## config.mk

```make
export PLATFORM = sky130hd
export DESIGN_NAME = cmdParser
export DESIGN_NICKNAME = d
export VERILOG_FILES = /design/src/logic/gfxPkg.sv /design/src/logic/cmdParser.sv
export VERILOG_INCLUDE_DIRS = /design/src /design/src/logic
export SDC_FILE = /design/constraint.sdc
export NUM_CORES = 1
export LEC_CHECK = 0
export ABC_CLOCK_PERIOD_IN_PS = 4350
export BUFFER_PORTS_ARGS = -buffer_cell sky130_fd_sc_hd__buf_2
export CORE_AREA = 2 2 130 132
export DETAILED_ROUTE_END_ITERATION = 8
export DIE_AREA = 0 0 132 134
export GPL_ROUTABILITY_DRIVEN = 0
export PLACE_DENSITY = 0.59
export SYNTH_ARGS = -nofsm -noshare
export SYNTH_HDL_FRONTEND = slang
export SYNTH_SLANG_ARGS = --single-unit
```

## constraint.sdc

```tcl
create_clock -name BRAM_clk -period 4.35 [get_ports BRAM_clk]
set_input_delay 0 -clock BRAM_clk [delete_from_list [all_inputs] [get_ports BRAM_clk]]
set_output_delay 0 -clock BRAM_clk [all_outputs]
set_load 0.05 [all_outputs]
```

## src/logic/gfx_config.svh

```systemverilog
`ifndef GFX_CONFIG_SVH
`define GFX_CONFIG_SVH

////////////////////////////////////////////////////////////////////////
// command buffer geometry
////////////////////////////////////////////////////////////////////////

`define GFX_BUF_DEPTH 1024   // words in the command RAM
`define GFX_ADDR_BITS 10     // word address width
`define GFX_DATA_WIDTH 32    // command and operand word width

////////////////////////////////////////////////////////////////////////
// simulation limits
////////////////////////////////////////////////////////////////////////

// cycles allowed for any wait on a status output
`define GFX_TIMEOUT 2000

`endif
```

## src/logic/gfxPkg.sv

```systemverilog
`default_nettype none

`include "gfx_config.svh"

package gfxPkg;

    ////////////////////////////////////////////////////////////////////////
    // command encoding
    ////////////////////////////////////////////////////////////////////////

    typedef enum logic [7:0] {
        cmdVertex     = 8'h03,  // x, y, z
        cmdColor      = 8'h04,  // r, g, b
        cmdMatrixMode = 8'h10,  // short form, arg selects matrix
        cmdMultMatrix = 8'h11   // 16 operands, row major
    } cmdOpcodeE;

    typedef struct packed {
        logic        hasOperands;
        logic [14:0] reserved;
        logic [7:0]  operandCount;
        logic [7:0]  opcode;
    } longCmdS;

    typedef struct packed {
        logic        hasOperands;
        logic [14:0] reserved;
        logic [7:0]  arg;
        logic [7:0]  opcode;
    } shortCmdS;

    // byte 1 is a count for long commands and an argument for short ones
    typedef union packed {
        longCmdS  longCmd;
        shortCmdS shortCmd;
    } cmdWordU;

    typedef enum logic {
        selModelview  = 1'b0,
        selProjection = 1'b1
    } matrixSelE;

    ////////////////////////////////////////////////////////////////////////
    // streams between the stages
    ////////////////////////////////////////////////////////////////////////

    typedef struct packed {
        cmdOpcodeE                       opcode;
        logic [7:0]                      arg;
        logic [1:0]                      beatIndex;
        logic [3:0][`GFX_DATA_WIDTH-1:0] words;
    } opBeatS;

    typedef struct packed {
        logic [`GFX_DATA_WIDTH-1:0] x;
        logic [`GFX_DATA_WIDTH-1:0] y;
        logic [`GFX_DATA_WIDTH-1:0] z;
        logic [`GFX_DATA_WIDTH-1:0] r;
        logic [`GFX_DATA_WIDTH-1:0] g;
        logic [`GFX_DATA_WIDTH-1:0] b;
    } vertexS;

    typedef struct packed {
        matrixSelE                       sel;
        logic [1:0]                      row;
        logic [3:0][`GFX_DATA_WIDTH-1:0] words;
    } matrixRowS;

    typedef struct packed {
        logic                            en;
        logic [`GFX_DATA_WIDTH/8-1:0]    wen;   // one bit per byte lane
        logic [`GFX_ADDR_BITS-1:0]       addr;
        logic [`GFX_DATA_WIDTH-1:0]      wdata;
    } hostPortS;

endpackage

`default_nettype wire

```

## src/logic/cmdParser.sv

```systemverilog
`timescale 1ns/1ns
`default_nettype none

`include "gfx_config.svh"

module cmdParser import gfxPkg::*; (
    input  logic                                BRAM_clk,
    input  logic                                rstN,
    input  logic                                start,
    output logic [`GFX_ADDR_BITS-1:0]           cmdAddr,
    input  logic [`GFX_DATA_WIDTH-1:0]          cmdWord,
    output logic [`GFX_ADDR_BITS-1:0]           winAddr,
    input  logic [3:0][`GFX_DATA_WIDTH-1:0]     winWords,
    output opBeatS                              beat,
    output logic                                beatValid,
    input  logic                                beatReady,
    output logic                                busy,
    output logic                                done,
    output logic                                error
);

    localparam int PtrW  = `GFX_ADDR_BITS + 1;
    localparam int SpanW = PtrW + 1;

    typedef enum logic [1:0] {
        stIdle,
        stFetch,
        stIssue,
        stFinish
    } parserStateE;

    parserStateE     state;
    logic [PtrW-1:0] ptr;       // address of the command word
    logic [PtrW-1:0] winPtr;    // first operand of the current beat
    logic [PtrW-1:0] nextPtr;   // command after the operands
    logic [1:0]      beatIdx;
    logic [1:0]      lastBeat;
    cmdOpcodeE       opcodeR;
    logic [7:0]      argR;
    logic            errorR;

    cmdWordU          cmd;
    logic [7:0]       expCount;
    logic [7:0]       opCount;
    logic             cmdKnown;
    logic             countOk;
    logic             pastEnd;
    logic             spanBad;
    logic             endWord;
    logic [SpanW-1:0] spanEnd;
    logic             accept;

    ////////////////////////////////////////////////////////////////////////
    // command decode
    ////////////////////////////////////////////////////////////////////////

    assign cmd = cmdWord;

    always_comb begin
        expCount = 8'd0;
        cmdKnown = 1'b1;
        case (cmd.shortCmd.opcode)
            cmdVertex, cmdColor: expCount = 8'd3;
            cmdMultMatrix:       expCount = 8'd16;
            cmdMatrixMode:       expCount = 8'd0;
            default:             cmdKnown = 1'b0;
        endcase

        if (cmd.longCmd.hasOperands) begin
            opCount = cmd.longCmd.operandCount;
            countOk = (opCount == expCount) && (expCount != 8'd0);
        end else begin
            opCount = 8'd0;
            countOk = (expCount == 8'd0);   // only matrix mode is short
        end

        spanEnd = SpanW'(ptr) + SpanW'(opCount);   // last operand address
        pastEnd = ptr[PtrW-1];
        spanBad = spanEnd >= SpanW'(`GFX_BUF_DEPTH);
        endWord = (cmdWord == '0);
    end

    assign accept = beatValid && beatReady;

    ////////////////////////////////////////////////////////////////////////
    // control FSM
    ////////////////////////////////////////////////////////////////////////

    always_ff @(posedge BRAM_clk) begin
        if (!rstN) begin
            state   <= stIdle;
            ptr     <= '0;
            winPtr  <= '0;
            beatIdx <= '0;
            errorR  <= 1'b0;
        end else begin
            case (state)
                stIdle: begin
                    if (start) begin
                        state  <= stFetch;
                        ptr    <= '0;
                        errorR <= 1'b0;   // new run, old fault forgotten
                    end
                end
                stFetch: begin
                    if (pastEnd) begin
                        errorR <= 1'b1;
                        state  <= stFinish;
                    end else if (endWord) begin
                        state <= stFinish;
                    end else if (!cmdKnown || !countOk || spanBad) begin
                        errorR <= 1'b1;
                        state  <= stFinish;
                    end else begin
                        state   <= stIssue;
                        beatIdx <= '0;
                        winPtr  <= ptr + 1'b1;
                    end
                end
                stIssue: begin
                    if (accept) begin
                        if (beatIdx == lastBeat) begin
                            state <= stFetch;
                            ptr   <= nextPtr;
                        end else begin
                            beatIdx <= beatIdx + 1'b1;
                            winPtr  <= winPtr + PtrW'(4);
                        end
                    end
                end
                default: state <= stIdle;   // finish lasts one cycle
            endcase
        end
    end

    // per-command fields, captured while fetching
    always_ff @(posedge BRAM_clk) begin
        if (state == stFetch) begin
            opcodeR  <= cmdOpcodeE'(cmd.shortCmd.opcode);
            argR     <= cmd.shortCmd.arg;
            lastBeat <= (cmd.shortCmd.opcode == cmdMultMatrix) ? 2'd3 : 2'd0;
            nextPtr  <= ptr + PtrW'(opCount) + 1'b1;
        end
    end

    ////////////////////////////////////////////////////////////////////////
    // outputs
    ////////////////////////////////////////////////////////////////////////

    always_comb begin
        beat.opcode    = opcodeR;
        beat.arg       = argR;
        beat.beatIndex = beatIdx;
        for (int i = 0; i < 3; i++) begin
            beat.words[i] = (opcodeR == cmdMatrixMode) ? '0 : winWords[i];
        end
        beat.words[3] = (opcodeR == cmdMultMatrix) ? winWords[3] : '0;
    end

    assign cmdAddr   = ptr[`GFX_ADDR_BITS-1:0];
    assign winAddr   = winPtr[`GFX_ADDR_BITS-1:0];
    assign beatValid = (state == stIssue);
    assign busy      = (state == stFetch) || (state == stIssue);
    assign done      = (state == stFinish);
    assign error     = errorR;

endmodule

`default_nettype wire

```

======== After elaboration in Yosys (flattened, before gate mapping) ========
Cells that the tools add are included.
storage, ports and cells
  output and inout bits ................... 170
  input port bits ......................... 164
  register bits after elaboration ......... 56
  word-level logic and storage cells ...... 93
operators by class
  mux-type cells .......................... 37
  $lt $le $gt $ge ......................... 1
  add/subtract/negate cells ............... 6
  reduce and logical (&&, ||, !) cells .... 20
  equal/unequal tests ..................... 20
operator list
  kind                                                                     count
  32-bit two-way mux                                                       4
  11-bit two-way mux                                                       8
  11-bit case mux with 2 select lines                                      2
  8-bit by 5-bit equality test with 1-bit output, second input constant    4
  32-bit zero test                                                         1
  11-bit by 1-bit adder with 11-bit output, second input constant          2
  2-bit two-way mux                                                        9
  11-bit by 8-bit adder with 12-bit output                                 1
  12-bit by 11-bit >= comparator with 1-bit output, second input constant  1
  11-bit by 3-bit adder with 11-bit output, second input constant          1
  11-bit by 8-bit adder with 11-bit output                                 1
  2-bit != test, second input constant                                     5
  5-bit case mux with 2 select lines                                       1
  1-bit two-way mux                                                        9
  8-bit by 2-bit equality test with 1-bit output, second input constant    1
  8-bit by 3-bit equality test with 1-bit output, second input constant    1
  8-bit equality test                                                      1
  8-bit zero test                                                          1
  8-bit two-way mux                                                        1
  4-bit AND reduction                                                      2
  8-bit nonzero test                                                       1
  3-bit != test, second input constant                                     2
  2-bit case mux with 3 select lines                                       1
  6-bit AND reduction                                                      1
  15 further kinds                                                         23

======== Depth between registers and ports, before layout ========
  depth after elaboration ................. 13
  mapped depth ............................ 10
  gate-level depth less buffers ........... 9

======== Least setup slack after synthesis ========
No wires, ideal clock.
  path type ............................... flip-flop to flip-flop
  start point ............................. reg state[1]
  end point ............................... reg beatIdx[1]
  buffers on the path ..................... 1
  required time ........................... 4.279 ns
  period minus slack after synthesis ...... 2.358 ns
  library setup time ...................... 0.071 ns
  data arrival time ....................... 2.288 ns
  cell stages (with the launch flop) ...... 8
  slack ................................... 1.992 ns
  cell sequence ........................... dfxtp_1 inv_1 ha_1 and2_2 a32oi_4 buf_4 a31o_2 a21oi_1
on the way
  word-level cells in the longest chain between the ends .. 4
  elaborated cells between the ends (all ways) .. 11
  classes of those cells .................. 7 x eq/ne; 1 x mux; 3 x reduce/logical
RTL lines
  element                                                    RTL line                           text
  start: declaration                                         cmdParser.sv:32                    parserStateE state;
  start signal: assignment                                   cmdParser.sv:91                    state <= stIdle;
  start signal: assignment                                   cmdParser.sv:100                   state <= stFetch;
  start signal: assignment                                   cmdParser.sv:108                   state <= stFinish;
  2-bit equality test                                        cmdParser.sv:97, cmdParser.sv:162
  1-bit logical AND                                          cmdParser.sv:83                    assign accept = beatValid && beatReady;
  2-bit by 1-bit != test with 1-bit output (no source line)  n/a
  6-bit AND reduction (no source line)                       n/a
  end signal: assignment                                     cmdParser.sv:126                   beatIdx <= beatIdx + 1'b1;
  end: declaration                                           cmdParser.sv:36                    logic [1:0] beatIdx;
Parallel ways exist; a longest one is shown, timed or not.
A chain may end at the register's enable or synchronous reset.

==> qor.csv <==
metric;value;unit
synth_fp_nets;648;
syn-cell-area;3970;um^2
path_clk_slew;0.09;ns
synth_area_per_cell;8.53;um^2
fin_util;37.6;%
max_slew_margin;39.7;%
postCtsSetupBuffers;0;
io_pins;334;
antenna_found_initial;10;
skew;0.0147;ns
overflow;0;
cts_hold_buffers;16;
cts_max_level;2;
arrival;3.04;ns
drtIter0Drc;343;
synth_cell_types;54;
cts_resized;0;
numCtsBuffers;5;
gr-usage-met1;35.4;%
ys_seq_area_share;34.3;%
report.final.setup_viol;0;
tightest_slew;0.903;ns
synthCells;466;
fin_crit;3.04;ns
fillers;1732;
ir_worst_vdd;224;uV
drv_cap;0;
p_leak;3.06;nW
crit_path_end_kind;output port;
slowest_stage;nor2_4;
cts_tree;built;
cts_sinks;54;
rows;47;
regArea;1360;um^2
holdWs;0.0924;ns
die_x;132;um
drc;0;
cp-start-kind;flop;
min_period_over_period;69.9;%
grt_max_degree;56;
dp_hpwl;19.1;mm
min_path_type;in2reg;
grtUsageTotal;24.4;%
ant_nets;0;
drv_slew;0;
wl_per_cell;21.8;um
routed_wl;22.1;mm
die_h;134;um
via_per_inst;4.67;
rsz0062_at_grt;false;
synth-seq-cells;54;
fin_tns_setup;0;ns
use_met2;35.6;%
ys_warn_count;0;
ctsLongestPathBuffers;2;
status;finished, final reports clean;
synth_async_sr_flop_share;0;%
firstDrtPassIters;5;
grt_pass1_vias;4637;
ctsRootBufferMaster;clkbuf_16;
synth_edf_count;28;
hold_viol;0;
synth_flop_cell;edfxtp_1;
max_freq;0.329;GHz
syn_to_final_growth;54.0;%
coreArea;16300;um^2
nets;975;
grt_first_pass_wirelength;31.2;mm
crit_required;4.35;ns
critical_path.max_stage_delay;0.71;ns
die-area;17700;um^2
multi_input_comb_area;2390;um^2
finalPower;2.30;mW
crit_chain;nor4b_1, nand2_1, nor2_4, buf_4, nor2b_1, buf_2;
busiest_layer;met2;
start_util;24.4;%
powerDensity;375;nW/um^2
io_buffer_count;333;
worst-setup-path-type;reg2out;
crit_fanout;55;
use_met3;8.77;%
vias;4746;
drive_above_1_share;45.2;%
clk_latency;0.31;ns
[through the flow]
step                instance area (um^2)  setup slack (ns)  std cells
floorplan                           3970              1.99        466
global placement                    5780              1.62        989
detailed placement                  5780              1.62        989
CTS                                 6110              1.28       1013
global route                        6110              1.06       1014
finish                              6120              1.31       1016
[cells in the final DEF, fill, tap and decap left out, types with 3 or more instances in the layout]
| cell | n |
|---|---|
| dlygate4sd3_1 | 16 |
| nor3_1 | 5 |
| edfxtp_1 | 28 |
| o32ai_1 | 5 |
| o21ai_0 | 21 |
| and3_1 | 8 |
| nand3_1 | 13 |
| ha_1 | 16 |
| xnor2_1 | 10 |
| nor2_1 | 28 |
| nor2b_1 | 98 |
| buf_4 | 3 |
| xor2_1 | 6 |
| inv_1 | 18 |
| dfxtp_1 | 26 |
| and2_1 | 40 |
| nand2_1 | 28 |
| a21o_1 | 5 |
| clkbuf_16 | 6 |
| buf_2 | 334 |
| o31ai_1 | 5 |
| nor4_1 | 5 |
| a22oi_1 | 11 |
| nand4_1 | 5 |
| a21oi_1 | 11 |
[layer usage]
metal	vias up	routed length (um)
met2	293	9140
li1	2251	-
met5	-	29
met4	4	152
met3	14	2560
met1	2184	10200
[cell families after synthesis]
| kind of cell | Yosys count | synth area share, % |
|---|---|---|
| DFF | 54 | 34.3 |
| adders and majority gates | 18 | 6.05 |
| AOI/OAI and AO/OA | 79 | 14.0 |
| muxes | 2 | 0.504 |
| xor gates and xnor gates | 16 | 3.53 |
| and+or+nand+nor | 246 | 35.8 |
| buffers and inverters | 51 | 5.86 |
[worst max-delay path, delay by kind of cell, from the launching register on]
family | cells | cell delay, ns
buffers and inverters | 2 | 0.83
DFF | 1 | 0.42
and+or+nand+nor | 4 | 1.45
[path summary, 6_finish.rpt]
path / cells after the start / startpoint / slack (ns) / end
hold reg to reg: 2 / error$_SDFFE_PN0P_ / 0.48 / error$_SDFFE_PN0P_
hold / removal: 3 / rstN / 0.09 / winPtr[3]$_SDFFE_PN0P_
setup / recovery: 6 / opcodeR[5]$_DFFE_PP_ / 1.31 / beat[55]
setup reg to reg: 7 / ptr[2]$_SDFFE_PN0P_ / 1.78 / winPtr[6]$_SDFFE_PN0P_
[where the power goes]
part / leakage, nW / total [mW] / internal, mW / switching (mW)
Sequential: 0.475 / 0.709 / 0.657 / 0.0518
Clock: 0.0845 / 0.468 / 0.254 / 0.214
Combinational: 2.50 / 1.12 / 0.295 / 0.824
[registers in the layout (all words and copies together), names as in the netlist]
register	cells
argR	8
beatIdx	2
error	1
lastBeat	1
nextPtr	11
opcodeR	8
ptr	11
state	2
winPtr	10
[cell usage after synthesis (all sizes together), types with 2 or more instances]
master / count / area, um^2
o31ai: 5 / 37.5
a22oi: 11 / 82.6
nor2b: 98 / 613
dfxtp: 26 / 521
a21o: 5 / 37.5
o22ai: 2 / 12.5
or2: 2 / 15.0
nand2: 28 / 105
and2: 41 / 258
nand3: 14 / 82.6
o211ai: 3 / 27.5
a211oi: 2 / 15.0
fa: 2 / 40.0
clkbuf: 22 / 82.6
nor2: 29 / 109
xor2: 6 / 52.6
edfxtp: 28 / 841
nor4: 6 / 52.6
a31o: 2 / 17.5
a31oi: 2 / 12.5
o21ai: 22 / 110
buf: 11 / 82.6
xnor2: 10 / 87.6
nor3: 5 / 25.0
o32ai: 5 / 43.8
inv: 18 / 67.6
and4: 2 / 18.8
nand2b: 2 / 12.5
ha: 16 / 200
o2111ai: 2 / 17.5
a21oi: 11 / 55.1
and3: 9 / 57.6
nand4: 5 / 31.3
mux2i: 2 / 20.0
[final cells by class]
type                    count  area share [%]
diodes                      2          0.0818
clock buffers               6            2.45
clock inverters             2           0.286
inverters                  18            1.10
multi-input cells         361            39.0
flip-flops and latches     54            22.2
well taps                 220            4.50
repair buffers            353            30.3
(Power assumes the default switching activity.)
