## src/logic/gfx_config.svh

```systemverilog
`ifndef GFX_CONFIG_SVH
`define GFX_CONFIG_SVH

////////////////////////////////////////////////////////////////////////
// command buffer geometry
////////////////////////////////////////////////////////////////////////

`define GFX_BUF_DEPTH 1024   // words in the command RAM
`define GFX_ADDR_BITS 10     // word address width
`define GFX_DATA_WIDTH 32    // command and operand word width

////////////////////////////////////////////////////////////////////////
// simulation limits
////////////////////////////////////////////////////////////////////////

// cycles allowed for any wait on a status output
`define GFX_TIMEOUT 2000

`endif
```

## src/logic/gfxPkg.sv

```systemverilog
`default_nettype none

`include "gfx_config.svh"

package gfxPkg;

    ////////////////////////////////////////////////////////////////////////
    // command encoding
    ////////////////////////////////////////////////////////////////////////

    typedef enum logic [7:0] {
        cmdVertex     = 8'h03,  // x, y, z
        cmdColor      = 8'h04,  // r, g, b
        cmdMatrixMode = 8'h10,  // short form, arg selects matrix
        cmdMultMatrix = 8'h11   // 16 operands, row major
    } cmdOpcodeE;

    typedef struct packed {
        logic        hasOperands;
        logic [14:0] reserved;
        logic [7:0]  operandCount;
        logic [7:0]  opcode;
    } longCmdS;

    typedef struct packed {
        logic        hasOperands;
        logic [14:0] reserved;
        logic [7:0]  arg;
        logic [7:0]  opcode;
    } shortCmdS;

    // byte 1 is a count for long commands and an argument for short ones
    typedef union packed {
        longCmdS  longCmd;
        shortCmdS shortCmd;
    } cmdWordU;

    typedef enum logic {
        selModelview  = 1'b0,
        selProjection = 1'b1
    } matrixSelE;

    ////////////////////////////////////////////////////////////////////////
    // streams between the stages
    ////////////////////////////////////////////////////////////////////////

    typedef struct packed {
        cmdOpcodeE                       opcode;
        logic [7:0]                      arg;
        logic [1:0]                      beatIndex;
        logic [3:0][`GFX_DATA_WIDTH-1:0] words;
    } opBeatS;

    typedef struct packed {
        logic [`GFX_DATA_WIDTH-1:0] x;
        logic [`GFX_DATA_WIDTH-1:0] y;
        logic [`GFX_DATA_WIDTH-1:0] z;
        logic [`GFX_DATA_WIDTH-1:0] r;
        logic [`GFX_DATA_WIDTH-1:0] g;
        logic [`GFX_DATA_WIDTH-1:0] b;
    } vertexS;

    typedef struct packed {
        matrixSelE                       sel;
        logic [1:0]                      row;
        logic [3:0][`GFX_DATA_WIDTH-1:0] words;
    } matrixRowS;

    typedef struct packed {
        logic                            en;
        logic [`GFX_DATA_WIDTH/8-1:0]    wen;   // one bit per byte lane
        logic [`GFX_ADDR_BITS-1:0]       addr;
        logic [`GFX_DATA_WIDTH-1:0]      wdata;
    } hostPortS;

endpackage

`default_nettype wire

```

## src/logic/attribState.sv

```systemverilog
`timescale 1ns/1ns
`default_nettype none

`include "gfx_config.svh"

module attribState import gfxPkg::*; (
    input  logic      BRAM_clk,
    input  logic      rstN,
    input  opBeatS    beat,
    input  logic      beatValid,
    output logic      beatReady,
    output vertexS    vertexOut,
    output logic      vertexValid,
    input  logic      vertexReady,
    output matrixRowS rowOut,
    output logic      rowValid
);

    logic [`GFX_DATA_WIDTH-1:0] colR;
    logic [`GFX_DATA_WIDTH-1:0] colG;
    logic [`GFX_DATA_WIDTH-1:0] colB;
    matrixSelE                  matrixMode;

    logic accept;
    logic isVertex;
    logic isColor;
    logic isMode;
    logic isMatrix;

    assign isVertex = (beat.opcode == cmdVertex);
    assign isColor  = (beat.opcode == cmdColor);
    assign isMode   = (beat.opcode == cmdMatrixMode);
    assign isMatrix = (beat.opcode == cmdMultMatrix);

    // only vertex beats see back-pressure
    assign beatReady = isVertex ? vertexReady : 1'b1;
    assign accept    = beatValid && beatReady;

    ////////////////////////////////////////////////////////////////////////
    // current state registers
    ////////////////////////////////////////////////////////////////////////

    always_ff @(posedge BRAM_clk) begin
        if (!rstN) begin
            colR       <= '0;
            colG       <= '0;
            colB       <= '0;
            matrixMode <= selModelview;
        end else if (accept) begin
            if (isColor) begin
                colR <= beat.words[0];
                colG <= beat.words[1];
                colB <= beat.words[2];
            end
            if (isMode) begin
                matrixMode <= beat.arg[0] ? selProjection : selModelview;   // 1 = projection
            end
        end
    end

    ////////////////////////////////////////////////////////////////////////
    // vertex and row outputs
    ////////////////////////////////////////////////////////////////////////

    always_ff @(posedge BRAM_clk) begin
        if (!rstN) begin
            vertexValid <= 1'b0;
            rowValid    <= 1'b0;
        end else begin
            if (accept && isVertex) begin
                vertexValid <= 1'b1;
            end else if (vertexReady) begin
                vertexValid <= 1'b0;   // packet taken downstream
            end
            rowValid <= accept && isMatrix;   // single cycle strobe
        end
    end

    // colour sampled before any update on the same edge
    always_ff @(posedge BRAM_clk) begin
        if (accept && isVertex) begin
            vertexOut.x <= beat.words[0];
            vertexOut.y <= beat.words[1];
            vertexOut.z <= beat.words[2];
            vertexOut.r <= colR;
            vertexOut.g <= colG;
            vertexOut.b <= colB;
        end
        if (accept && isMatrix) begin
            rowOut.sel   <= matrixMode;
            rowOut.row   <= beat.beatIndex;
            rowOut.words <= beat.words;
        end
    end

endmodule

`default_nettype wire

```

## config.mk

```make
export PLATFORM = sky130hd
export DESIGN_NAME = attribState
export DESIGN_NICKNAME = d
export VERILOG_FILES = /design/src/logic/gfxPkg.sv /design/src/logic/attribState.sv
export VERILOG_INCLUDE_DIRS = /design/src /design/src/logic
export SDC_FILE = /design/constraint.sdc
export NUM_CORES = 1
export LEC_CHECK = 0
export BUFFER_PORTS_ARGS = -buffer_cell sky130_fd_sc_hd__buf_4
export CORE_AREA = 2 2 186 188
export DETAILED_ROUTE_END_ITERATION = 8
export DIE_AREA = 0 0 188 190
export GPL_ROUTABILITY_DRIVEN = 0
export HOLD_SLACK_MARGIN = 0.03
export PLACE_DENSITY_LB_ADDON = 0.2
export SYNTH_ARGS = -nofsm -noshare
export SYNTH_HDL_FRONTEND = slang
export SYNTH_SLANG_ARGS = --single-unit
export TNS_END_PERCENT = 10
```

## constraint.sdc

```tcl
create_clock -name BRAM_clk -period 8.25 [get_ports BRAM_clk]
set_input_delay 2.0625 -clock BRAM_clk [delete_from_list [all_inputs] [get_ports BRAM_clk]]
set_output_delay 2.0625 -clock BRAM_clk [all_outputs]
set_load 0.02 [all_outputs]
```

* Word level (Yosys, flattened, before mapping) *
Index checks and enable logic that the tools add are counted.
W data, S select, Z words.

cells by class
  reduce and logical (&&, ||, !) cells = 6
  muxes and demuxes = 4
  eq/ne operators = 4

operators by type and width
  cell                  number
  $eq A8 B5 Y1 const B  2
  $eq A8 B2 Y1 const B  1
  $eq A8 B3 Y1 const B  1
  $mux W1               4
  $reduce_and A2 Y1     2
  $logic_and A1 B1 Y1   3
  $reduce_bool A2 Y1    1

storage, ports and cells
  output and inout port bits = 326
  logic and storage cells = 32
  input port bits = 150
  register bits = 422

* Longest topological paths before layout *
Gate-level depths: netlist of run 1.

  depth after elaboration = 5
  mapped depth = 6
  mapped depth without buffers = 3

* Least setup slack after synthesis of run 1 *
Ideal clock, no wire load.

  path type = input-to-reg
  start = input port beat[142] (netlist bit)
  end = register vertexOut[0] (netlist bit) (enable)
  stages on the path = 2
  required time = 7678 ps
  buffers on the path = 0
  slack = 867 ps
  setup time = 572 ps
  arrival = 6811 ps
  path through = nor4_2 -> and4_1

on the way
  word-level cells in the longest chain between the ends = 4

RTL lines
  element                  line               RTL
  start, declared          attribState.sv:9   input opBeatS beat,
  $eq A8 B2 Y1 (*)         attribState.sv:30  assign isVertex = (beat.opcode == cmdVertex);
  $mux W1                  attribState.sv:36  assign beatReady = isVertex ? vertexReady : 1'b1;
  $logic_and A1 B1 Y1      attribState.sv:37  assign accept = beatValid && beatReady;
  $logic_and A1 B1 Y1 (*)  attribState.sv:81  if (accept && isVertex) begin
  end, declared            attribState.sv:12  output vertexS vertexOut,

Mark *: on every way between the ends. The rest lies on a longest branch, timed or not.
A chain may end at the register's enable or synchronous reset.

* Worst setup path after layout of run 1 *
  start = input port beat[142] (netlist bit)
  end = output port beatReady

on the way
  word-level cells in the longest chain between the ends = 2

RTL lines
  element        line               RTL
  $eq A8 B2 Y1   attribState.sv:30
  $mux W1        attribState.sv:36
  end, declared  attribState.sv:11  output logic beatReady,

Every way passes these cells.

==> Flow_metrics.wiki, run 1 <==
{| class="wikitable"
! Metric !! Value
|-
| Violation count after the first detailed-route iteration || between 300 and 400
|-
| Highest attainable clock frequency || 202 MHz
|-
| GRT Resource Usage Total || 0.173
|-
| Synth cell types || 22
|-
| Level count of the clock H-tree || 2
|-
| Pins over their slew limit || 0
|-
| Yosys top cell by area || edfxtp_1
|-
| Area share of the largest cell type after synthesis || 0.708
|-
| Root Buffer Master || clkbuf_16
|-
| Top cell types by occurrence after synthesis || edfxtp_1 (323), nand2_1 (194), dfxtp_1 (99), mux2i_1 (97), clkbuf_1 (20)
|-
| Fin Setup TNS || 0 ns
|-
| Area of the core region || roughly 0.034 mm2
|-
| Total inserted antenna cells || 0
|-
| Count of non-filler cells in the finished layout || roughly 1700
|-
| Post-synth EDFFs || 323
|-
| Detail Placement HPWL || approximately 22000 um
|-
| Antenna Violating Nets Remaining || 0
|-
| Number of setup violations in the final report || 0
|-
| Per-cell via count in the routed design || 4.56
|-
| Synth-to-Final Area Change || 38.7%
|-
| Worst path most repeated cell || buf_4
|-
| Total nets after synthesis || 911
|-
| Global Route met3 Usage || 0.0743
|-
| Fraction of layout cells with a size suffix above 1 || 0.422
|-
| Via count || 7920
|-
| Initial antenna violation count || 0
|-
| Chip Width || roughly 190 um
|-
| Flip-flop cell with the highest count after synthesis || edfxtp_1
|-
| Synth Register Bits || 422
|-
| Busiest grt layer || met2
|-
| Highest-delay cell along the critical path || nor4_2
|-
| Vertical die dimension || about 190 um
|-
| Post-cts resize count || 0
|-
| Met1 track demand over resource in global routing || 0.196
|-
| Starting utilization of the core area || 0.404
|-
| Hold Vio Cnt, Final || 0
|-
| Clock transition time at the flip-flop clock pins of the worst setup and hold paths || roughly 0.060 ns
|-
| Worst supply voltage drop on vdd || about 0.00018 V
|-
| Synth Area in XOR/XNOR || 0
|-
| Drt wl/cell || 18.4 um
|-
| Worst path cell trace || buf_4 > nor4_2 > nand3b_1 > buf_4
|-
| Proportion of synthesized chip area in sequential cells || 0.853
|-
| Average instance area after synthesis || roughly 18 um2
|-
| Max-slew headroom || 0.299
|-
| Power per unit of standard cell area || around 220 mW/mm2
|-
| Nets@finish || between 1000 and 1500
|-
| First-pass GRT wire length || ~47000 um
|-
| Post-CTS setup buffers || 0
|-
| DRC violations left || 0
|-
| TritonRoute pass-1 iters || 4
|-
| Worst setup path category || in2out
|-
| Layout Utilization || 0.560
|-
| Required time of the critical path || between 6 and 7 ns
|-
| Deepest clock path buffer count || 3
|-
| Main combinational cell family by area after synthesis || multiplexers
|-
| Yosys warning count || 0
|-
| Number of buffers created by CTS || 45
|-
| I/O pin cnt || roughly 480
|-
| Status || finished clean
|-
| Multiplexer fraction of the synthesized cell area || 0.0709
|-
| Input/output buffers || approximately 470
|-
| Cell total after placement || between 1500 and 2000
|-
| Kind of capture point of the worst setup path || output port
|-
| CTS tree || done
|-
| Critical path arrival || between 2 and 3 ns
|-
| Leakage power figure || 7.48 nW
|-
| GRT overflow || 0
|-
| Most frequent cell after synthesis || edfxtp_1
|-
| Largest net degree at the start of global routing || roughly 110
|-
| Insertion delay to the later sink of the worst-skew pair || 0.52 ns
|-
| Slew of the pin with the lowest slew margin || ~1.1 ns
|-
| Fin crit share || 0.601
|-
| Setup repair after global routing missed its margin || false
|-
| Post-route clock skew || 0.00608 ns
|-
| Full die area || around 0.036 mm2
|-
| GR Util met2 || 0.298
|-
| Minimum clock period || 4.96 ns
|-
| Cell row count || just under 70
|-
| Post-synthesis share of cell area spent on full adders, half adders and majority gates || 0
|-
| Biggest cell delay along the critical path || roughly 0.37 ns
|-
| Syn Std Cell Area || around 0.014 mm2
|-
| Post-synth ARST share || 0
|-
| CP startpoint kind || primary input
|-
| Total number of clock tree sinks || around 420
|-
| Via count of the first global-routing pass || 7880
|-
| Post-synthesis cell count || 761
|-
| Biggest area contributors in the synthesized netlist || edfxtp_1 (71%), dfxtp_1 (14%), mux2i_1 (7.1%), nand2_1 (5.3%), clkbuf_1 (0.55%)
|-
| Routed wire length || around 32000 um
|-
| Worst hold path class || reg2reg
|-
| Crit-path max FO || 3
|-
| Compound-gate portion of the synthesized area || 0.000548
|-
| Number of hold-repair buffers added at the cts stage || 0
|-
| Synthesized-area fraction occupied by and/or/nand/nor cells || 0.0607
|-
| Number of violations of the max-capacitance limit || 0
|}
## layout make-up
cell class	instances	area (um2)
clock inverter	18	140
sequential	422	11700
tap	455	569
timing repair buffer	475	3570
clock buffer	62	1230
multi-input combinational	306	1820
fill	2706	14900
## state kept, by name (all words and copies together) (netlist names)
signal and count:
vertexOut 192, rowOut 131, colB 32, colG 32, colR 32, matrixMode 1
rowValid 1, vertexValid 1
## worst max-delay path, delay by kind of cell
family	cells	cell delay [ns]
AND/OR/NAND/NOR	2	0.52
buffers and inverters	2	0.30
## cells in the final DEF (no fill, tap or decap)
cell type / n
clkbuf_8: 4
clkinv_2: 8
bufinv_16: 2
and3_1: 1
nor4b_1: 1
nor4_1: 1
or3_1: 1
mux2i_1: 97
nor3_1: 1
dfxtp_1: 99
or2_2: 1
clkinv_1: 6
o21a_1: 1
clkbuf_1: 13
nor4bb_1: 1
nor4_2: 1
nand2_1: 194
edfxtp_1: 323
buf_4: 474
nand3b_1: 2
clkbuf_16: 45
inv_6: 2
buf_6: 1
and3_4: 1
and2_4: 1
nor2b_1: 1
and4_4: 1
## final timing paths
check                   start            end  slack [ns]  cells past startpoint
setup / recovery    beat[142]      beatReady        3.29                      4
hold / removal       colG[20]  vertexOut[52]        0.42                      0
setup reg to reg  vertexValid    vertexValid        7.57                      2
hold reg to reg      colG[20]  vertexOut[52]        0.42                      0
## per-stage QoR
step / hold slack (ns) / setup WS [ns] / area, um2 / power, mW
floorplan: 0.408 / 0.867 / 13700 / 2.35
global placement: 0.412 / 3.25 / 17600 / 2.43
detailed placement: 0.413 / 3.22 / 17600 / 2.43
CTS: 0.425 / 3.30 / 19000 / 4.30
global route: 0.435 / 3.25 / 19000 / 4.39
finish: 0.424 / 3.29 / 19000 / 4.26
## cells by family after synthesis
family	count (synthesis)
flops	422
simple gates	208
mux	97
buf+inv	33
compound gates	1
## routing by layer
layer	part of all wire	wire [um]	up-vias
met5	0	0	-
met3	0.10	3340	51
met1	0.37	11900	3803
met2	0.50	16000	335
li1	-	-	3731
met4	0.022	688	0
## power by group
group	internal [mW]	switching [mW]	total [mW]
clock	1.10	0.769	1.87
sequential	2.28	0.000770	2.28
combinational	0.0531	0.0537	0.107
Power figures use the tool's default switching activity.
==> run 2, diff against run 1 <==
--- a/config.mk
+++ b/config.mk
@@ -6,10 +6,11 @@
 export SDC_FILE = /design/constraint.sdc
 export NUM_CORES = 1
 export LEC_CHECK = 0
+export ABC_AREA = 1
 export BUFFER_PORTS_ARGS = -buffer_cell sky130_fd_sc_hd__buf_4
-export CORE_AREA = 2 2 186 188
+export CORE_MARGIN = 2
+export CORE_UTILIZATION = 46
 export DETAILED_ROUTE_END_ITERATION = 8
-export DIE_AREA = 0 0 188 190
 export GPL_ROUTABILITY_DRIVEN = 0
 export HOLD_SLACK_MARGIN = 0.03
 export PLACE_DENSITY_LB_ADDON = 0.2
==> constraint.sdc (replaced) <==
create_clock -name BRAM_clk -period 4.4 [get_ports BRAM_clk]
set_input_delay 1.1 -clock BRAM_clk [delete_from_list [all_inputs] [get_ports BRAM_clk]]
set_output_delay 1.1 -clock BRAM_clk [all_outputs]
set_load 0.02 [all_outputs]
==> run 2 against run 1 <==
Utilization rose by 6.9 points. Cell count rose by 12%. Worst setup slack got worse by 1.8 ns. Sequential share of layout area fell by 4.4 points. Count of clock-buffer cells in the layout fell by 2. Synthesized cell count rose by 28%. Critical path type unchanged. Largest cell class unchanged. Highest routed layer unchanged.
==> Flow_metrics.wiki, run 2 <==
{| class="wikitable"
! Metric !! Value
|-
| Switching Share || 0.191 (-0.00259)
|-
| Number of setup violations in the final report || 0 (unchanged)
|-
| Violation count after the first detailed-route iteration || 448 (+34%)
|-
| GRT Resource Usage Total || 0.181 (+0.00710)
|-
| Synth cell types || 20 (-9.1%)
|-
| Post-CTS setup buffers || 0 (unchanged)
|-
| Via count of the first global-routing pass || 8733 (+11%)
|-
| Drt wl/cell || 16.6 um (-9.7%)
|-
| Starting utilization of the core area || 0.466 (+0.0625)
|-
| Highest attainable clock frequency || 349 MHz
|-
| Hold Vio Cnt, Final || 0 (unchanged)
|-
| Total nets after synthesis || 1121 (+23%)
|-
| Fraction of layout cells with a size suffix above 1 || 0.552 (+0.130)
|-
| Full die area || 0.0344 mm2 (-3.6%)
|-
| Worst path cell trace || buf_4 > nor2_2 > nand2_2 > clkinv_1 > nand3_4 > buf_4
|-
| Critical path arrival || 1.77 ns (-1.13 ns)
|-
| Layout Utilization || 0.629 (+0.0694)
|-
| Area share of the largest cell type after synthesis || 0.640 (-0.0683)
|-
| I/O pin cnt || 476 (unchanged)
|-
| Part of the total power dissipated in the clock network || 0.440 (about the same)
|-
| Root Buffer Master || clkbuf_16
|-
| Power share of the combinational group || 0.024 (about the same)
|-
| Required time of the critical path || 3.30 ns (-2.89 ns)
|-
| Post-route clock skew || 0.00743 ns (+0.00134 ns)
|-
| Most common library cell in the layout ignoring fill and taps || buf_4
|-
| Fin crit share || 0.652
|-
| Worst setup path category || in2out
|-
| Post-cts resize count || 0 (unchanged)
|-
| Kind of capture point of the worst setup path || output port
|-
| CTS tree || done
|-
| Slew of the pin with the lowest slew margin || 0.905 ns (-0.147 ns)
|-
| Total number of clock tree sinks || 422 (unchanged)
|-
| Leakage power figure || 8.30 nW (+11%)
|-
| DRC violations left || 0 (unchanged)
|-
| Registers with the most flip-flops || vertexOut (192), rowOut (131)
|-
| Routed wire length || 32300 um (+1.0%)
|-
| Area of the core region || 0.0325 mm2 (-4.2%)
|-
| Largest net degree at the start of global routing || 93 (-13%)
|-
| Nets@finish || 1618 (+16%)
|-
| Proportion of synthesized chip area in sequential cells || 0.770 (-0.0823)
|-
| Detail Placement HPWL || 22600 um (+2.6%)
|-
| Top delay family on crit path || buffers and inverters
|-
| Via count || 8659 (+9.3%)
|-
| Max-slew headroom || 0.397 (+0.0978)
|-
| Total power after layout || 7.97 mW (+87%)
|-
| TritonRoute pass-1 iters || 4 (unchanged)
|-
| Worst hold path class || reg2reg
|-
| Vertical die dimension || 186 um (-2.3%)
|-
| Insertion delay to the later sink of the worst-skew pair || 0.52 ns (about the same)
|-
| Seq pwr share || 0.536 (about the same)
|-
| Flip-flop cell with the highest count after synthesis || edfxtp_1
|-
| Top cell types by occurrence after synthesis || edfxtp_1 (323), nor2_1 (109), inv_1 (103), dfxtp_1 (99), nand2_2 (93)
|-
| Post-synthesis cell count || 971 (+28%)
|-
| Synth Register Bits || 422 (unchanged)
|-
| Number of flip-flops in the largest register || 192 (unchanged)
|-
| Deepest clock path buffer count || 3 (unchanged)
|-
| Clock transition time at the flip-flop clock pins of the worst setup and hold paths || 0.06 ns (about the same)
|-
| Bufs and invs on worst path || 3 (+1)
|-
| Power dissipated by switching net loads || 1.52 mW (+85%)
|-
| Per-cell via count in the routed design || 4.45 (-2.3%)
|-
| Status || finished clean
|-
| GRT overflow || 0 (unchanged)
|-
| Pins over their slew limit || 0 (unchanged)
|-
| Initial antenna violation count || 2 (+2)
|-
| Register containing the most flip-flops in the final layout || vertexOut
|-
| CP startpoint kind || primary input
|-
| Number of hold-repair buffers added at the cts stage || 0 (unchanged)
|-
| Synth-to-Final Area Change || 35.0%
|-
| Crit-path max FO || 4 (+1)
|-
| Average instance area after synthesis || 15.6 um2 (-13%)
|-
| Number of inserted filler cells in the final layout || 2529 (-6.5%)
|-
| First-pass GRT wire length || 47600 um (+1.5%)
|-
| Power per unit of standard cell area || 389 mW/mm2 (+74%)
|-
| Cell row count || 66 (-2.9%)
|-
| Commonest cells after routing, fill and taps aside || buf_4 (477), edfxtp_1 (323), nor2_1 (108), inv_1 (102), dfxtp_1 (99)
|-
| Fin Setup TNS || 0 ns (unchanged)
|-
| Worst supply voltage drop on vdd || 0.000384 V (+110%)
|-
| Biggest area contributors in the synthesized netlist || edfxtp_1 (64%), dfxtp_1 (13%), nand2_4 (6.7%), nand2_2 (3.8%), nor2_2 (3.8%)
|-
| Biggest cell delay along the critical path || 0.17 ns (-0.20 ns)
|-
| Post-synth EDFFs || 323 (unchanged)
|-
| Setup repair after global routing missed its margin || false
|-
| Syn Std Cell Area || 0.0152 mm2 (+11%)
|-
| Number of violations of the max-capacitance limit || 0 (unchanged)
|-
| Level count of the clock H-tree || 2 (unchanged)
|-
| Minimum clock period || between 2 and 3 ns
|-
| Yosys warning count || 0 (unchanged)
|-
| Total internal power || 6.45 mW (+88%)
|-
| Number of buffers created by CTS || 43 (-4.4%)
|-
| Chip Width || 186 um (-1.3%)
|-
| Yosys top cell by area || edfxtp_1
|-
| Input/output buffers || 468 (unchanged)
|-
| Worst hold slack after final layout || 0.422 ns (-0.00188 ns)
|-
| Post-synth ARST share || 0 (unchanged)
|-
| Most frequent cell after synthesis || edfxtp_1
|-
| Antenna Violating Nets Remaining || 0 (unchanged)
|-
| Worst path most repeated cell || buf_4
|-
| Highest-delay cell along the critical path || buf_4
|}
==> run 2: power groups by stage <==
stage | Clock [mW] | Combinational [mW] | Sequential [mW]
global placement | 0 | 0.191 | 4.36
finish | 3.51 | 0.190 | 4.27
CTS | 3.61 | 0.194 | 4.27
global route | 3.76 | 0.205 | 4.27
floorplan | 0 | 0.0414 | 4.37
detailed placement | 0 | 0.194 | 4.36
==> run 2: cell families after synthesis <==
family	Yosys count	synth area share
and+or+nand+nor	412	0.181
AOI/OAI and AO/OA	1	0.000330
DFF	422	0.770
buffers and inverters	136	0.0485
==> run 2: worst paths after layout <==
check             cells after the start  slack (ns)             to      start
setup reg to reg                      4        3.70        colB[2]    colB[2]
hold / removal                        0        0.42  vertexOut[34]    colG[2]
setup / recovery                      6        1.53      beatReady  beat[145]
hold reg to reg                       0        0.42  vertexOut[34]    colG[2]
==> run 2: worst reg2reg max path: cells and delay by family (launching register included) <==
family	cells	cell delay [ns]
AND/OR/NAND/NOR	3	0.21
buffers and inverters	1	0.07
flip-flops	1	0.34
==> run 2: layout make-up <==
type / instances / area, um2 / area share
antenna: 2 / 5.00 / 0.000244
multi-input combinational: 413 / 2760 / 0.135
sequential: 422 / 11700 / 0.570
clock buffer: 60 / 1200 / 0.0587
tap: 442 / 553 / 0.0270
clock inverter: 17 / 166 / 0.00813
inverter: 104 / 394 / 0.0192
timing repair buffer: 484 / 3720 / 0.182
==> run 2: per-layer routing <==
| layer | part of all wire | vias to the layer above | track usage |
|---|---|---|---|
| met3 | 0.11 | 51 | 0.0732 |
| met1 | 0.36 | 4090 | 0.197 |
| met5 | 0 | - | 0 |
| met2 | 0.51 | 350 | 0.319 |
| met4 | 0.026 | 0 | 0.0602 |
| li1 | - | 4168 | - |
==> run 2: through the flow <==
stage               worst slack [ns]  std cells  area (um2)
detailed placement              1.33       1865       19100
global route                    1.47       1943       20500
finish                          1.53       1944       20500
global placement                1.37       1865       19100
CTS                             1.53       1942       20500
floorplan                     -0.271        971       15200
==> run 3, diff against run 2 <==
--- a/config.mk
+++ b/config.mk
@@ -8,9 +8,9 @@
 export LEC_CHECK = 0
 export ABC_AREA = 1
 export BUFFER_PORTS_ARGS = -buffer_cell sky130_fd_sc_hd__buf_4
-export CORE_MARGIN = 2
-export CORE_UTILIZATION = 46
+export CORE_AREA = 2 2 186 188
 export DETAILED_ROUTE_END_ITERATION = 8
+export DIE_AREA = 0 0 188 190
 export GPL_ROUTABILITY_DRIVEN = 0
 export HOLD_SLACK_MARGIN = 0.03
 export PLACE_DENSITY_LB_ADDON = 0.2
==> constraint.sdc (replaced) <==
create_clock -name BRAM_clk -period 2.7 [get_ports BRAM_clk]
set_input_delay 0.675 -clock BRAM_clk [delete_from_list [all_inputs] [get_ports BRAM_clk]]
set_output_delay 0.675 -clock BRAM_clk [all_outputs]
set_load 0.02 [all_outputs]
==> run 3 against run 2 <==
Final area up 0.86%. Clock power up 63%. Die area up 3.7%. Routed wire length down 1.3%. Sequential share of layout area down 0.49 points. Sequential power up 63%. Via count down 1.0%. Critical path type unchanged. Largest cell class unchanged.
==> Flow_metrics.wiki, run 3 (synthesized netlist as in run 2, its figures left out) <==
{| class="wikitable"
! Metric !! Value
|-
| Status || finished clean
|-
| Nets@finish || 1624 (+0.37%)
|-
| Clock transition time at the flip-flop clock pins of the worst setup and hold paths || 0.06 ns (about the same)
|-
| Total power after layout || 13.0 mW (+63%)
|-
| Met3 Wirelength || 3130 um (-9.7%)
|-
| Max-slew headroom || 0.675 (+0.279)
|-
| M1 WL || 11600 um (+1.5%)
|-
| Total number of clock tree sinks || 422 (unchanged)
|-
| Most common library cell in the layout ignoring fill and taps || buf_4
|-
| Layout Utilization || 0.608 (-0.0210)
|-
| Chip Width || 188 um (+1.3%)
|-
| Top Layer Used || met4
|-
| Total length of routed met2 wires || 16300 um (-1.2%)
|-
| Drt wl/cell || 16.3 um (-2.1%)
|-
| Minimum clock period || between 2 and 2.5 ns
|-
| GRT Resource Usage Total || 0.174 (-0.00644)
|-
| Area of the core region || 0.0339 mm2 (+4.3%)
|-
| DRC violations left || 0 (unchanged)
|-
| Number of violations of the max-capacitance limit || 0 (unchanged)
|-
| TritonRoute pass-1 iters || 7 (+3)
|-
| Number of hold-repair buffers added at the cts stage || 0 (unchanged)
|-
| Critical path arrival || 1.35 ns (-0.42 ns)
|-
| Power per unit of standard cell area || 630 mW/mm2 (+62%)
|-
| Crit-path max FO || 4 (unchanged)
|-
| Kind of capture point of the worst setup path || output port
|-
| Via count || 8570 (-1.0%)
|-
| Commonest cells after routing, fill and taps aside || buf_4 (474), edfxtp_1 (323), nor2_1 (107), inv_1 (101), dfxtp_1 (99)
|-
| Post-CTS setup buffers || 0 (unchanged)
|-
| CTS tree || done
|-
| Number of flip-flops in the largest register || 192 (unchanged)
|-
| Number of inserted filler cells in the final layout || 2601 (+2.8%)
|-
| Vertical die dimension || 190 um (+2.4%)
|-
| Insertion delay to the later sink of the worst-skew pair || 0.54 ns (+0.02 ns)
|-
| Antenna Violating Nets Remaining || 0 (unchanged)
|-
| Number of setup violations in the final report || 0 (unchanged)
|-
| Initial antenna violation count || 0 (-2)
|-
| Cell row count || 68 (+3.0%)
|-
| Routed wire length || 31900 um (-1.3%)
|-
| Synth-to-Final Area Change || 36.2%
|-
| Leakage power figure || 8.37 nW (+0.76%)
|-
| Area taken by multi-input logic gates || 0.00278 mm2 (+0.73%)
|-
| Full die area || 0.0357 mm2 (+3.7%)
|-
| Via count of the first global-routing pass || 8515 (-2.5%)
|-
| Worst hold path class || in2reg
|-
| Hold Vio Cnt, Final || 0 (unchanged)
|-
| Worst setup path category || in2out
|-
| Fraction of layout cells with a size suffix above 1 || 0.557 (+0.00548)
|-
| Input/output buffers || 468 (unchanged)
|-
| Post-cts resize count || 0 (unchanged)
|-
| Level count of the clock H-tree || 2 (unchanged)
|-
| Starting utilization of the core area || 0.447 (-0.0194)
|-
| Fin crit share || 0.748
|-
| Total inserted antenna cells || 0 (-2)
|-
| Highest attainable clock frequency || approximately 500 MHz
|-
| Per-cell via count in the routed design || 4.37 (-1.8%)
|-
| Registers with the most flip-flops || vertexOut (192), rowOut (131)
|-
| Setup repair after global routing missed its margin || false
|-
| Post-route clock skew || 0.00996 ns (+0.00254 ns)
|-
| Slew of the pin with the lowest slew margin || 0.487 ns (-0.418 ns)
|-
| Register containing the most flip-flops in the final layout || vertexOut
|-
| Deepest clock path buffer count || 3 (unchanged)
|-
| Largest net degree at the start of global routing || 78 (-16%)
|-
| Worst supply voltage drop on vdd || 0.000690 V (+79%)
|-
| Pins over their slew limit || 0 (unchanged)
|-
| Root Buffer Master || clkbuf_16
|-
| CP startpoint kind || primary input
|-
| Detail Placement HPWL || 22400 um (-0.79%)
|-
| I/O pin cnt || 476 (unchanged)
|-
| GRT overflow || 0 (unchanged)
|-
| Required time of the critical path || 2.03 ns (-1.27 ns)
|-
| First-pass GRT wire length || 47800 um (+0.33%)
|-
| Violation count after the first detailed-route iteration || 405 (-9.6%)
|-
| Number of buffers created by CTS || 44 (+2.3%)
|-
| Register Area || 0.0117 mm2 (unchanged)
|}
==> run 3: layout make-up <==
cell class                 count  share of cell area
inverter                     104              0.0191
clock inverter                14             0.00491
clock buffer                  63              0.0621
multi-input combinational    413               0.134
timing repair buffer         489               0.186
sequential                   422               0.566
tap                          455              0.0276
==> run 3: stage by stage <==
stage               setup slack, ns  instances  instance area (um2)  setup TNS, ns  hold slack, ns
detailed placement            0.394       1883                19300              0           0.413
global route                  0.640       1960                20700              0           0.282
CTS                           0.668       1960                20700              0           0.284
global placement              0.392       1883                19300              0           0.410
finish                        0.680       1960                20700              0           0.313
floorplan                     -1.49        971                15200        -389.83           0.408
==> run 3: critical path, cell delays in order <==
cell and delay (ns):
buf_4 0.12, nor2_4 0.10, nand2_2 0.10, clkinv_1 0.08
nand3_4 0.09, buf_4 0.18
==> run 3: layer usage <==
layer  GRT usage  up-vias
li1            -     4179
met1       0.194     4016
met2       0.303      323
met3      0.0723       52
met4      0.0566        0
met5           0        -
==> run 3: final timing paths <==
kind / endpoint / cells past startpoint / from / slack [ns]
worst min register to register: vertexOut[88] / 0 / colR[24] / 0.43
worst min-delay path: rowOut[129] / 1 / beat[129] / 0.31
worst max-delay path: beatReady / 6 / beat[145] / 0.68
worst max register to register: colB[4] / 4 / colB[4] / 2.01
==> run 3: report_power, final <==
group | internal (mW) | switching, mW
Combinational | 0.158 | 0.156
Clock | 3.39 | 2.34
Sequential | 6.96 | 0.00319
Total | 10.5 | 2.50
